File: config.mk
export PLATFORM = sky130hd
export DESIGN_NAME = motion_top
export DESIGN_NICKNAME = d
export VERILOG_FILES = /design/src/design/motion_pkg.sv /design/src/design/regmap_pkg.sv /design/src/design/control_regs.sv /design/src/design/endstop_guard.sv /design/src/design/motion_top.sv /design/src/design/motor_router.sv /design/src/design/profile_gen.sv /design/src/design/step_pulse.sv /design/src/design/tick_timer.sv
export SDC_FILE = /design/constraint.sdc
export NUM_CORES = 2
export LEC_CHECK = 0
export ABC_CLOCK_PERIOD_IN_PS = 3600
export BUFFER_PORTS_ARGS = -buffer_cell sky130_fd_sc_hd__clkbuf_2
export CORE_MARGIN = 4
export CORE_UTILIZATION = 33
export CTS_CLUSTER_DIAMETER = 80
export DETAILED_ROUTE_END_ITERATION = 6
export SYNTH_ARGS = -nofsm -noshare
export SYNTH_HDL_FRONTEND = slang
export SYNTH_SLANG_ARGS = --single-unit
File: constraint.sdc
create_clock -name clk -period 3.6 [get_ports clk]
set_input_delay 0 -clock clk [delete_from_list [all_inputs] [get_ports clk]]
set_output_delay 0 -clock clk [all_outputs]
set_load 0.01 [all_outputs]
File: src/design/motion_pkg.sv
package motion_pkg;

    localparam int NUM_AXES     = 3;
    localparam int NUM_MOTORS   = 6;
    localparam int NUM_ENDSTOPS = 3;

    // Lowest integer bit of the position
    localparam int STEP_BIT = 32;

    typedef logic [31:0] word_t;

    // 32.32 fixed point
    typedef logic signed [63:0] pos_t;

    typedef logic signed [31:0] vel_t;
    typedef logic signed [31:0] acc_t;

    typedef logic [1:0] axis_sel_t;

    typedef enum logic [1:0] {
        IDLE,
        PRE,
        PULSE,
        POST
    } pulse_state_t;

endpackage

File: src/design/regmap_pkg.sv
package regmap_pkg;

    typedef logic [5:0] reg_addr_t;

    localparam reg_addr_t REG_CTRL      = 6'd0;
    localparam reg_addr_t REG_DT        = 6'd1;
    localparam reg_addr_t REG_TICKS     = 6'd2;
    localparam reg_addr_t REG_PRE       = 6'd3;
    localparam reg_addr_t REG_PULSE     = 6'd4;
    localparam reg_addr_t REG_POST      = 6'd5;
    localparam reg_addr_t REG_ROUTE     = 6'd6;
    localparam reg_addr_t REG_ENDSTOP   = 6'd7;
    localparam reg_addr_t REG_AXIS_BASE = 6'd8;
    localparam int        AXIS_STRIDE   = 4;
    localparam int        CFG_WORDS     = 20;  // One past the last axis word

    // Read-only words
    localparam reg_addr_t REG_STATUS     = 6'd32;
    localparam reg_addr_t REG_TICK_COUNT = 6'd33;
    localparam reg_addr_t REG_POS_BASE   = 6'd34;
    localparam int        POS_STRIDE     = 2;

    // Offsets inside one axis block
    localparam int AXIS_X_LO = 0;
    localparam int AXIS_X_HI = 1;
    localparam int AXIS_V    = 2;
    localparam int AXIS_A    = 3;

    localparam int CTRL_LOAD   = 0;
    localparam int CTRL_UNLOCK = 1;

    localparam int STAT_BUSY    = 0;
    localparam int STAT_DONE    = 1;
    localparam int STAT_ABORTED = 2;
    localparam int STAT_ES_LSB  = 8;

    // Per motor enable, axis select and invert bits
    localparam int ROUTE_FIELD   = 4;
    localparam int ROUTE_EN      = 0;
    localparam int ROUTE_SEL_LSB = 1;
    localparam int ROUTE_INV     = 3;

    // Per endstop polarity and abort enable bits
    localparam int ES_FIELD = 2;
    localparam int ES_POL   = 0;
    localparam int ES_EN    = 1;

endpackage

File: src/design/control_regs.sv
`timescale 1ns/1ps

module control_regs
    import motion_pkg::*;
    import regmap_pkg::*;
(
    input  logic                    clk,
    input  logic                    arst_n,
    input  logic                    reg_wr,
    input  reg_addr_t               reg_waddr,
    input  word_t                   reg_wdata,
    input  reg_addr_t               reg_raddr,
    output word_t                   reg_rdata,
    input  logic                    busy,
    input  logic                    done,
    input  word_t                   tick_count,
    input  logic                    aborted,
    input  logic [NUM_ENDSTOPS-1:0] endstop_level,
    input  word_t                   axis_pos_hi [NUM_AXES],
    input  vel_t                    axis_vel [NUM_AXES],
    output logic                    load,
    output logic                    unlock,
    output word_t                   dt,
    output word_t                   ticks,
    output word_t                   pre,
    output word_t                   pulse,
    output word_t                   post,
    output word_t                   route,
    output word_t                   endstop_cfg,
    output pos_t                    axis_x [NUM_AXES],
    output vel_t                    axis_v [NUM_AXES],
    output acc_t                    axis_a [NUM_AXES]
);

    word_t cfg [REG_DT:CFG_WORDS-1];
    logic  done_flag;  // Sticky until next load
    word_t status;

    always_ff @(posedge clk or negedge arst_n) begin
        if (!arst_n) begin
            for (int i = REG_DT; i < CFG_WORDS; i++) begin
                cfg[i] <= '0;
            end
            load      <= 1'b0;
            unlock    <= 1'b0;
            done_flag <= 1'b0;
        end else begin
            load   <= reg_wr && reg_waddr == REG_CTRL && reg_wdata[CTRL_LOAD];
            unlock <= reg_wr && reg_waddr == REG_CTRL && reg_wdata[CTRL_UNLOCK];
            if (reg_wr && reg_waddr >= REG_DT && reg_waddr < CFG_WORDS) begin
                cfg[reg_waddr] <= reg_wdata;
            end
            if (load) begin
                done_flag <= 1'b0;
            end else if (done) begin
                done_flag <= 1'b1;
            end
        end
    end

    always_comb begin
        status = '0;
        status[STAT_BUSY]    = busy;
        status[STAT_DONE]    = done_flag;
        status[STAT_ABORTED] = aborted;
        status[STAT_ES_LSB +: NUM_ENDSTOPS] = endstop_level;
    end

    always_comb begin
        reg_rdata = '0;  // CTRL and holes read zero
        if (reg_raddr >= REG_DT && reg_raddr < CFG_WORDS) begin
            reg_rdata = cfg[reg_raddr];
        end
        if (reg_raddr == REG_STATUS) begin
            reg_rdata = status;
        end
        if (reg_raddr == REG_TICK_COUNT) begin
            reg_rdata = tick_count;
        end
        for (int i = 0; i < NUM_AXES; i++) begin
            if (reg_raddr == REG_POS_BASE + i * POS_STRIDE) begin
                reg_rdata = axis_pos_hi[i];
            end
            if (reg_raddr == REG_POS_BASE + i * POS_STRIDE + 1) begin
                reg_rdata = axis_vel[i];
            end
        end
    end

    assign dt          = cfg[REG_DT];
    assign ticks       = cfg[REG_TICKS];
    assign pre         = cfg[REG_PRE];
    assign pulse       = cfg[REG_PULSE];
    assign post        = cfg[REG_POST];
    assign route       = cfg[REG_ROUTE];
    assign endstop_cfg = cfg[REG_ENDSTOP];

    always_comb begin
        for (int i = 0; i < NUM_AXES; i++) begin
            axis_x[i] = {cfg[REG_AXIS_BASE + i * AXIS_STRIDE + AXIS_X_HI],
                         cfg[REG_AXIS_BASE + i * AXIS_STRIDE + AXIS_X_LO]};
            axis_v[i] = cfg[REG_AXIS_BASE + i * AXIS_STRIDE + AXIS_V];
            axis_a[i] = cfg[REG_AXIS_BASE + i * AXIS_STRIDE + AXIS_A];
        end
    end

endmodule

File: src/design/endstop_guard.sv
`timescale 1ns/1ps

module endstop_guard
    import motion_pkg::*;
    import regmap_pkg::*;
(
    input  logic                    clk,
    input  logic                    arst_n,
    input  logic [NUM_ENDSTOPS-1:0] endstop,
    input  word_t                   endstop_cfg,
    input  logic                    busy,
    input  logic                    unlock,
    output logic [NUM_ENDSTOPS-1:0] endstop_level,
    output logic                    abort,
    output logic                    aborted
);

    logic [NUM_ENDSTOPS-1:0] meta;
    logic [NUM_ENDSTOPS-1:0] hit;

    for (genvar i = 0; i < NUM_ENDSTOPS; i++) begin : g_es
        assign hit[i] = endstop_cfg[i * ES_FIELD + ES_EN]
                     && endstop_level[i] == endstop_cfg[i * ES_FIELD + ES_POL];
    end

    always_ff @(posedge clk or negedge arst_n) begin
        if (!arst_n) begin
            meta          <= '0;
            endstop_level <= '0;
            abort         <= 1'b0;
            aborted       <= 1'b0;
        end else begin
            meta          <= endstop;
            endstop_level <= meta;
            abort         <= busy && |hit && !abort;  // Single pulse per run
            if (abort) begin
                aborted <= 1'b1;
            end else if (unlock) begin
                aborted <= 1'b0;
            end
        end
    end

    // Timer must drop busy right after an abort
    a_abort_stops: assert property (@(posedge clk) disable iff (!arst_n)
        abort |=> !busy);

endmodule

File: src/design/motion_top.sv
`timescale 1ns/1ps

module motion_top
    import motion_pkg::*;
    import regmap_pkg::*;
(
    input  logic                    clk,
    input  logic                    arst_n,
    input  logic                    reg_wr,
    input  reg_addr_t               reg_waddr,
    input  word_t                   reg_wdata,
    input  reg_addr_t               reg_raddr,
    output word_t                   reg_rdata,
    input  logic [NUM_ENDSTOPS-1:0] endstop,
    output logic [NUM_MOTORS-1:0]   mot_step,
    output logic [NUM_MOTORS-1:0]   mot_dir,
    output logic [NUM_MOTORS-1:0]   mot_enable_n
);

    logic  load;
    logic  unlock;
    logic  tick;
    logic  busy;
    logic  done;
    logic  abort;
    logic  aborted;
    word_t tick_count;
    word_t dt;
    word_t ticks;
    word_t pre;
    word_t pulse;
    word_t post;
    word_t route;
    word_t endstop_cfg;

    logic [NUM_ENDSTOPS-1:0] endstop_level;

    pos_t  axis_x [NUM_AXES];
    vel_t  axis_v [NUM_AXES];
    acc_t  axis_a [NUM_AXES];
    pos_t  axis_pos [NUM_AXES];
    vel_t  axis_vel [NUM_AXES];
    word_t axis_pos_hi [NUM_AXES];

    logic [NUM_AXES-1:0] step_stb;
    logic [NUM_AXES-1:0] step_dir;
    logic [NUM_AXES-1:0] axis_step;
    logic [NUM_AXES-1:0] axis_dir;

    control_regs u_regs (
        .clk(clk), .arst_n(arst_n),
        .reg_wr(reg_wr), .reg_waddr(reg_waddr), .reg_wdata(reg_wdata),
        .reg_raddr(reg_raddr), .reg_rdata(reg_rdata),
        .busy(busy), .done(done), .tick_count(tick_count),
        .aborted(aborted), .endstop_level(endstop_level),
        .axis_pos_hi(axis_pos_hi), .axis_vel(axis_vel),
        .load(load), .unlock(unlock),
        .dt(dt), .ticks(ticks), .pre(pre), .pulse(pulse), .post(post),
        .route(route), .endstop_cfg(endstop_cfg),
        .axis_x(axis_x), .axis_v(axis_v), .axis_a(axis_a)
    );

    tick_timer u_timer (
        .clk(clk), .arst_n(arst_n),
        .load(load), .abort(abort), .dt(dt), .ticks(ticks),
        .tick(tick), .busy(busy), .done(done), .tick_count(tick_count)
    );

    endstop_guard u_guard (
        .clk(clk), .arst_n(arst_n),
        .endstop(endstop), .endstop_cfg(endstop_cfg),
        .busy(busy), .unlock(unlock),
        .endstop_level(endstop_level), .abort(abort), .aborted(aborted)
    );

    for (genvar i = 0; i < NUM_AXES; i++) begin : g_axis
        profile_gen u_profile (
            .clk(clk), .arst_n(arst_n), .load(load), .tick(tick),
            .x_init(axis_x[i]), .v_init(axis_v[i]), .a_init(axis_a[i]),
            .x(axis_pos[i]), .v(axis_vel[i]),
            .step_stb(step_stb[i]), .step_dir(step_dir[i])
        );

        step_pulse u_pulse (
            .clk(clk), .arst_n(arst_n),
            .step_stb(step_stb[i]), .step_dir(step_dir[i]),
            .pre(pre), .pulse(pulse), .post(post),
            .step(axis_step[i]), .dir(axis_dir[i])
        );

        assign axis_pos_hi[i] = axis_pos[i][STEP_BIT +: $bits(word_t)];
    end

    motor_router u_router (
        .clk(clk), .arst_n(arst_n),
        .axis_step(axis_step), .axis_dir(axis_dir), .route(route),
        .mot_step(mot_step), .mot_dir(mot_dir), .mot_enable_n(mot_enable_n)
    );

endmodule

File: src/design/motor_router.sv
`timescale 1ns/1ps

module motor_router
    import motion_pkg::*;
    import regmap_pkg::*;
(
    input  logic                  clk,
    input  logic                  arst_n,
    input  logic [NUM_AXES-1:0]   axis_step,
    input  logic [NUM_AXES-1:0]   axis_dir,
    input  word_t                 route,
    output logic [NUM_MOTORS-1:0] mot_step,
    output logic [NUM_MOTORS-1:0] mot_dir,
    output logic [NUM_MOTORS-1:0] mot_enable_n
);

    logic [NUM_MOTORS-1:0] step_d;
    logic [NUM_MOTORS-1:0] dir_d;
    logic [NUM_MOTORS-1:0] en;

    for (genvar m = 0; m < NUM_MOTORS; m++) begin : g_motor
        axis_sel_t sel;
        logic      valid;

        assign sel   = route[m * ROUTE_FIELD + ROUTE_SEL_LSB +: $bits(axis_sel_t)];
        assign valid = sel < NUM_AXES;  // Select 3 is quiet
        assign en[m] = route[m * ROUTE_FIELD + ROUTE_EN];

        assign step_d[m] = valid ? axis_step[sel] : 1'b0;
        assign dir_d[m]  = valid ? axis_dir[sel] ^ route[m * ROUTE_FIELD + ROUTE_INV] : 1'b0;
    end

    always_ff @(posedge clk or negedge arst_n) begin
        if (!arst_n) begin
            mot_step     <= '0;
            mot_dir      <= '0;
            mot_enable_n <= '1;  // Drivers off
        end else begin
            mot_step     <= step_d;
            mot_dir      <= dir_d;
            mot_enable_n <= ~en;
        end
    end

endmodule

File: src/design/profile_gen.sv
`timescale 1ns/1ps

module profile_gen
    import motion_pkg::*;
(
    input  logic clk,
    input  logic arst_n,
    input  logic load,
    input  logic tick,
    input  pos_t x_init,
    input  vel_t v_init,
    input  acc_t a_init,
    output pos_t x,
    output vel_t v,
    output logic step_stb,
    output logic step_dir
);

    acc_t a;
    pos_t x_next;

    assign x_next = x + pos_t'(v);  // Old v sign extended

    always_ff @(posedge clk or negedge arst_n) begin
        if (!arst_n) begin
            x        <= '0;
            v        <= '0;
            a        <= '0;
            step_stb <= 1'b0;
            step_dir <= 1'b0;
        end else begin
            step_stb <= 1'b0;
            if (load) begin
                x <= x_init;
                v <= v_init;
                a <= a_init;
            end else if (tick) begin
                x        <= x_next;
                v        <= v + a;
                step_stb <= x_next[STEP_BIT] != x[STEP_BIT];
                step_dir <= !v[$bits(vel_t)-1];  // Non-negative increment
            end
        end
    end

endmodule

File: src/design/step_pulse.sv
`timescale 1ns/1ps

module step_pulse
    import motion_pkg::*;
(
    input  logic  clk,
    input  logic  arst_n,
    input  logic  step_stb,
    input  logic  step_dir,
    input  word_t pre,
    input  word_t pulse,
    input  word_t post,
    output logic  step,
    output logic  dir
);

    pulse_state_t state;
    word_t        cnt;
    logic         last;

    // A zero length still spends one cycle in its state
    assign last = cnt <= 1;
    assign step = state == PULSE;

    always_ff @(posedge clk or negedge arst_n) begin
        if (!arst_n) begin
            state <= IDLE;
            cnt   <= '0;
            dir   <= 1'b0;
        end else begin
            cnt <= cnt - 1'b1;
            case (state)
                IDLE: begin
                    if (step_stb) begin
                        state <= PRE;
                        cnt   <= pre;
                        dir   <= step_dir;
                    end
                end
                PRE: begin
                    if (last) begin
                        state <= PULSE;
                        cnt   <= pulse;
                    end
                end
                PULSE: begin
                    if (last) begin
                        state <= POST;
                        cnt   <= post;
                    end
                end
                default: begin
                    if (last) state <= IDLE;
                end
            endcase
        end
    end

    // Steps must be spaced wider than the whole pulse
    a_stb_idle: assert property (@(posedge clk) disable iff (!arst_n)
        step_stb |-> state == IDLE);

endmodule

File: src/design/tick_timer.sv
`timescale 1ns/1ps

module tick_timer
    import motion_pkg::*;
(
    input  logic  clk,
    input  logic  arst_n,
    input  logic  load,
    input  logic  abort,
    input  word_t dt,
    input  word_t ticks,
    output logic  tick,
    output logic  busy,
    output logic  done,
    output word_t tick_count
);

    word_t cnt;  // Cycles to next tick

    always_ff @(posedge clk or negedge arst_n) begin
        if (!arst_n) begin
            cnt        <= '0;
            tick       <= 1'b0;
            busy       <= 1'b0;
            done       <= 1'b0;
            tick_count <= '0;
        end else begin
            tick <= 1'b0;
            done <= 1'b0;
            if (tick) begin
                tick_count <= tick_count + 1'b1;
            end
            if (load) begin
                busy       <= 1'b1;
                cnt        <= dt - 1'b1;  // Load cycle counts as the first
                tick_count <= '0;
            end else if (abort) begin
                busy <= 1'b0;
            end else if (busy) begin
                if (tick && tick_count + 1'b1 == ticks) begin
                    busy <= 1'b0;
                    done <= 1'b1;
                end else if (cnt == 1) begin
                    tick <= 1'b1;
                    cnt  <= dt;
                end else begin
                    cnt <= cnt - 1'b1;
                end
            end
        end
    end

    a_dt_min: assert property (@(posedge clk) disable iff (!arst_n)
        load |-> dt >= 2);

endmodule

==> impl_metrics.ini <==
[outcome]
violations = setup timing
status = finished, violations left

[sta]
post-route-min-period_ps = 3817
timing.setup.tns_ps = -5342
worst_pin_slew_ps = 1179
fin_skew_ps = 41.42
slew_headroom = 0.2140
finalSetupViolations = 42
worst_slack_ps = -216.8
fin_crit_sh = 1.060
hold_violations = 0
clock.fmax_ghz = 0.2620
drv_slew = 0
grt_setup_unrepaired = true

[cts]
worstSkewPairLatency_ps = 850
cts.clk_slew.worst_paths_ps = 70
cts-root-buf = clkbuf_16
cts_tree = built
cts_inserted_buffers = 137
cts.path.max_buffers = 3
htree_levels = 4
clkSinkCount = 1199

[grt]
grt.overflow.total = 0
grt_max_degree = 168
grt_pass1_wl_um = 424000
antenna_found_initial = 30
track_usage = 0.2451
first_global_vias = 61070

[detailed_routing]
dr.first_iter.drc_count = 6137
via_count = 62780
wl_per_cell_um = 27.07
drc_errors = 0
totalWireLength_um = 293200
ant_nets = 0
drt_pre_antenna_iters = 6
via_per_inst = 5.795

[floorplanning]
start_util = 0.3327
die_area_um2 = 232400
fp.dieH_um = 482.1
placementRows = 173
fp.dieW_um = 482.1
core-area_um2 = 223000
io_pins = 100

[critical_path]
cp_slowest_cell = dfrtp_1
cp_cell_sequence = ha_2 -> and4_4 -> nand4_1 -> nor3_2 -> and4_4 -> buf_6 -> nand2_4 -> nor3_2 -> a21oi_1 -> a211o_1 -> o31ai_2 -> buf_4 -> nand4_1 -> buf_4 -> a31oi_4 -> buf_12 -> buf_4 -> a211oi_1 -> a21oi_1
cpPeakStageDelay_ps = 370
cp.buffers_inverters = 5
critical_path_class = reg2reg
worstPathRequired_ps = 4330
startpoint_type = register
worst-path-max-fanout = 7
endpoint_kind = register
crit_top_cell = buf_4
cp_top_family = simple AND/OR/NAND/NOR gates
crit_arrival_ps = 4550

[cells_and_area]
fillCellCount = 21550
final_area_um2 = 90080
nets = 8098
area_growth_pct = 21.44
fin_cells = 10830
layout-drive-gt1-share = 0.3007

[logic_synthesis]
ys_seq_area_frac = 0.4046
yosysWarnings = 0
synth_top_cell_by_area = dfrtp_1
synthTopCellsByArea = dfrtp_1, mux2_2, mux4_2, ha_1, xnor2_1
ys_ff_latch = 1199
syn_area_per_cell_um2 = 10.35
yosysTopAreaCellShare = 0.4025
ys.flop_type = dfrtp_1
netlist_instances = 7169
synth_nets = 7529
ys_types = 89
synth_area_um2 = 74180
synthArstFlopShare = 1.000
synth_edf_count = 0

[power]
p_comb_frac = 0.249
finalPower_w = 0.04181
seq_power_share = 0.401
vdd_drop_max_uv = 438.9
p_int_w = 0.02803
p_leak_nw = 41.03
swShare = 0.3296
p_clk_frac = 0.350
powerDensity_nw_per_um2 = 464.1
switching_power_w = 0.01378

[min_path]
hp-class = in2reg

[placement]
pre_cts_slack_ps = -591.2
postPlaceCellArea_um2 = 82520
dpl.hpwl_um = 214600
finalWeightedCongestion = 0.9791
io_buffers = 99
dp_cells = 10470

[flow_run]
maxCapViolCount = 0
## final timing paths
kind / start / endpoint / slack (ps) / depth (start not counted)
max in group asynchronous: arst_n / g_axis[2].u_profile.x[16]$_DFFE_PN0P_ / 2140 / 5
setup reg to reg: u_timer.tick_count[0]$_DFFE_PN0P_ / u_timer.cnt[30]$_DFFE_PN0P_ / -220 / 19
hold / removal: reg_wdata[22] / u_regs.route[22]$_DFFE_PN0P_ / 80 / 2
setup / recovery: u_timer.tick_count[0]$_DFFE_PN0P_ / u_timer.cnt[30]$_DFFE_PN0P_ / -220 / 19
min in group asynchronous: arst_n / u_regs.axis_v[95]$_DFFE_PN0P_ / 480 / 4
hold reg to reg: u_guard.meta[1]$_DFF_PN0_ / u_guard.endstop_level[1]$_DFF_PN0_ / 350 / 0
## layout by cell type, fill, tap and decap left out, drive strengths merged, types with 20 or more instances in the layout
cell         count
a211o           23
a211oi          77
a21o           164
a21oi          483
a22o            92
a22oi          131
a31oi           35
and2            21
and3            66
buf            793
clkbuf         283
clkinv          32
dfrtp         1193
dlygate4sd3     44
ha             304
inv            146
mux2           740
mux2i          244
mux4           170
nand2          536
nand2b          47
nand3           96
nand4           53
nor2           367
nor2b           55
nor3           116
nor4            46
o211ai          39
o21a            36
o21ai          473
o21bai          40
o22ai          106
o31ai           20
or3             42
xnor2          296
xor2           159
## flip-flops by register name (all words and copies together), names as in the netlist, 6 cells and up
register and flops:
g_axis.u_pulse.cnt 96, u_regs.axis_v 96, u_regs.post 32, u_regs.ticks 32, g_axis.u_pulse.state 6, u_timer.tick_count 32, u_regs.endstop_cfg 32, u_regs.axis_x 192
g_axis.u_profile.v 96, u_router.mot_enable_n 6, u_regs.pulse 32, u_timer.cnt 32, g_axis.u_profile.x 192, u_regs.route 32, u_regs.axis_a 96, u_router.mot_step 6
u_regs.dt 32, u_router.mot_dir 6, g_axis.u_profile.a 96, u_regs.pre 32
## per-stage QoR
step / hold WS [ps] / utilization
floorplan: -295.6 / -
global placement: -65.76 / 0.3701
detailed placement: -67.14 / 0.3701
CTS: 3.222 / 0.3965
global route: 7.508 / 0.4039
finish: 80.99 / 0.4040
## synth_stat cells (55+ instances only)
cell type  number
o22ai_1       106
mux2_2        739
nor2b_1        55
buf_1         110
o21ai_0       459
a21oi_1       483
a22o_1         92
ha_1          304
nor3_1        115
inv_1         135
mux4_2        170
xor2_1        159
nor2_1        367
clkbuf_1      365
a21o_1        164
and3_1         66
a22oi_1       131
nand2_1       536
a211oi_1       77
mux2i_1       244
nand3_1        93
dfrtp_1      1193
xnor2_1       296
## what timing repair did
| action | CTS | global route |
|---|---|---|
| gates cloned | 1 | 1 |
| hold endpoints to repair | 1678 | 0 |
| gates resized for setup | 160 | 282 |
| hold buffers | 45 | 0 |
| setup buffers | 21 | 41 |
| pin swaps | 90 | 197 |
| setup endpoints to repair | 111 | 140 |
## cell type report
class                   count  area (um^2)  area share
multi-input cells        5331        43700      0.4851
flip-flops and latches   1199        30030      0.3333
repair buffers            933         7480     0.08303
clock buffers             187         3929     0.04361
well taps                2975         3722     0.04132
clock inverters            56        660.6    0.007334
inverters                 136        525.5    0.005834
diodes                     15        37.54   0.0004167
## power groups by stage
stage	clock network [W]	logic, W	registers [W]
finish	0.0146	0.0104	0.0168
floorplan	0	0.00620	0.0163
CTS	0.0148	0.00997	0.0167
global placement	0	0.00950	0.0169
detailed placement	0	0.00965	0.0170
global route	0.0154	0.0112	0.0170
## cells by family after synthesis
| group | synth area share |
|---|---|
| AOI/OAI and AO/OA | 0.1619 |
| xor gates and xnor gates | 0.05372 |
| DFF | 0.4046 |
| adders and majority gates | 0.05290 |
| muxes | 0.1969 |
| and+or+nand+nor | 0.09682 |
| buffers and inverters | 0.03319 |
## metal layers
metal / vias to the layer above / wire [um] / track usage
met4: 20 / 20370 / 0.1447
met5: - / 130 / 0
met1: 31900 / 120900 / 0.3224
met3: 685 / 21790 / 0.04883
li1: 27600 / - / -
met2: 2567 / 130000 / 0.3744
No activity file was read; power rests on OpenSTA's default activity.
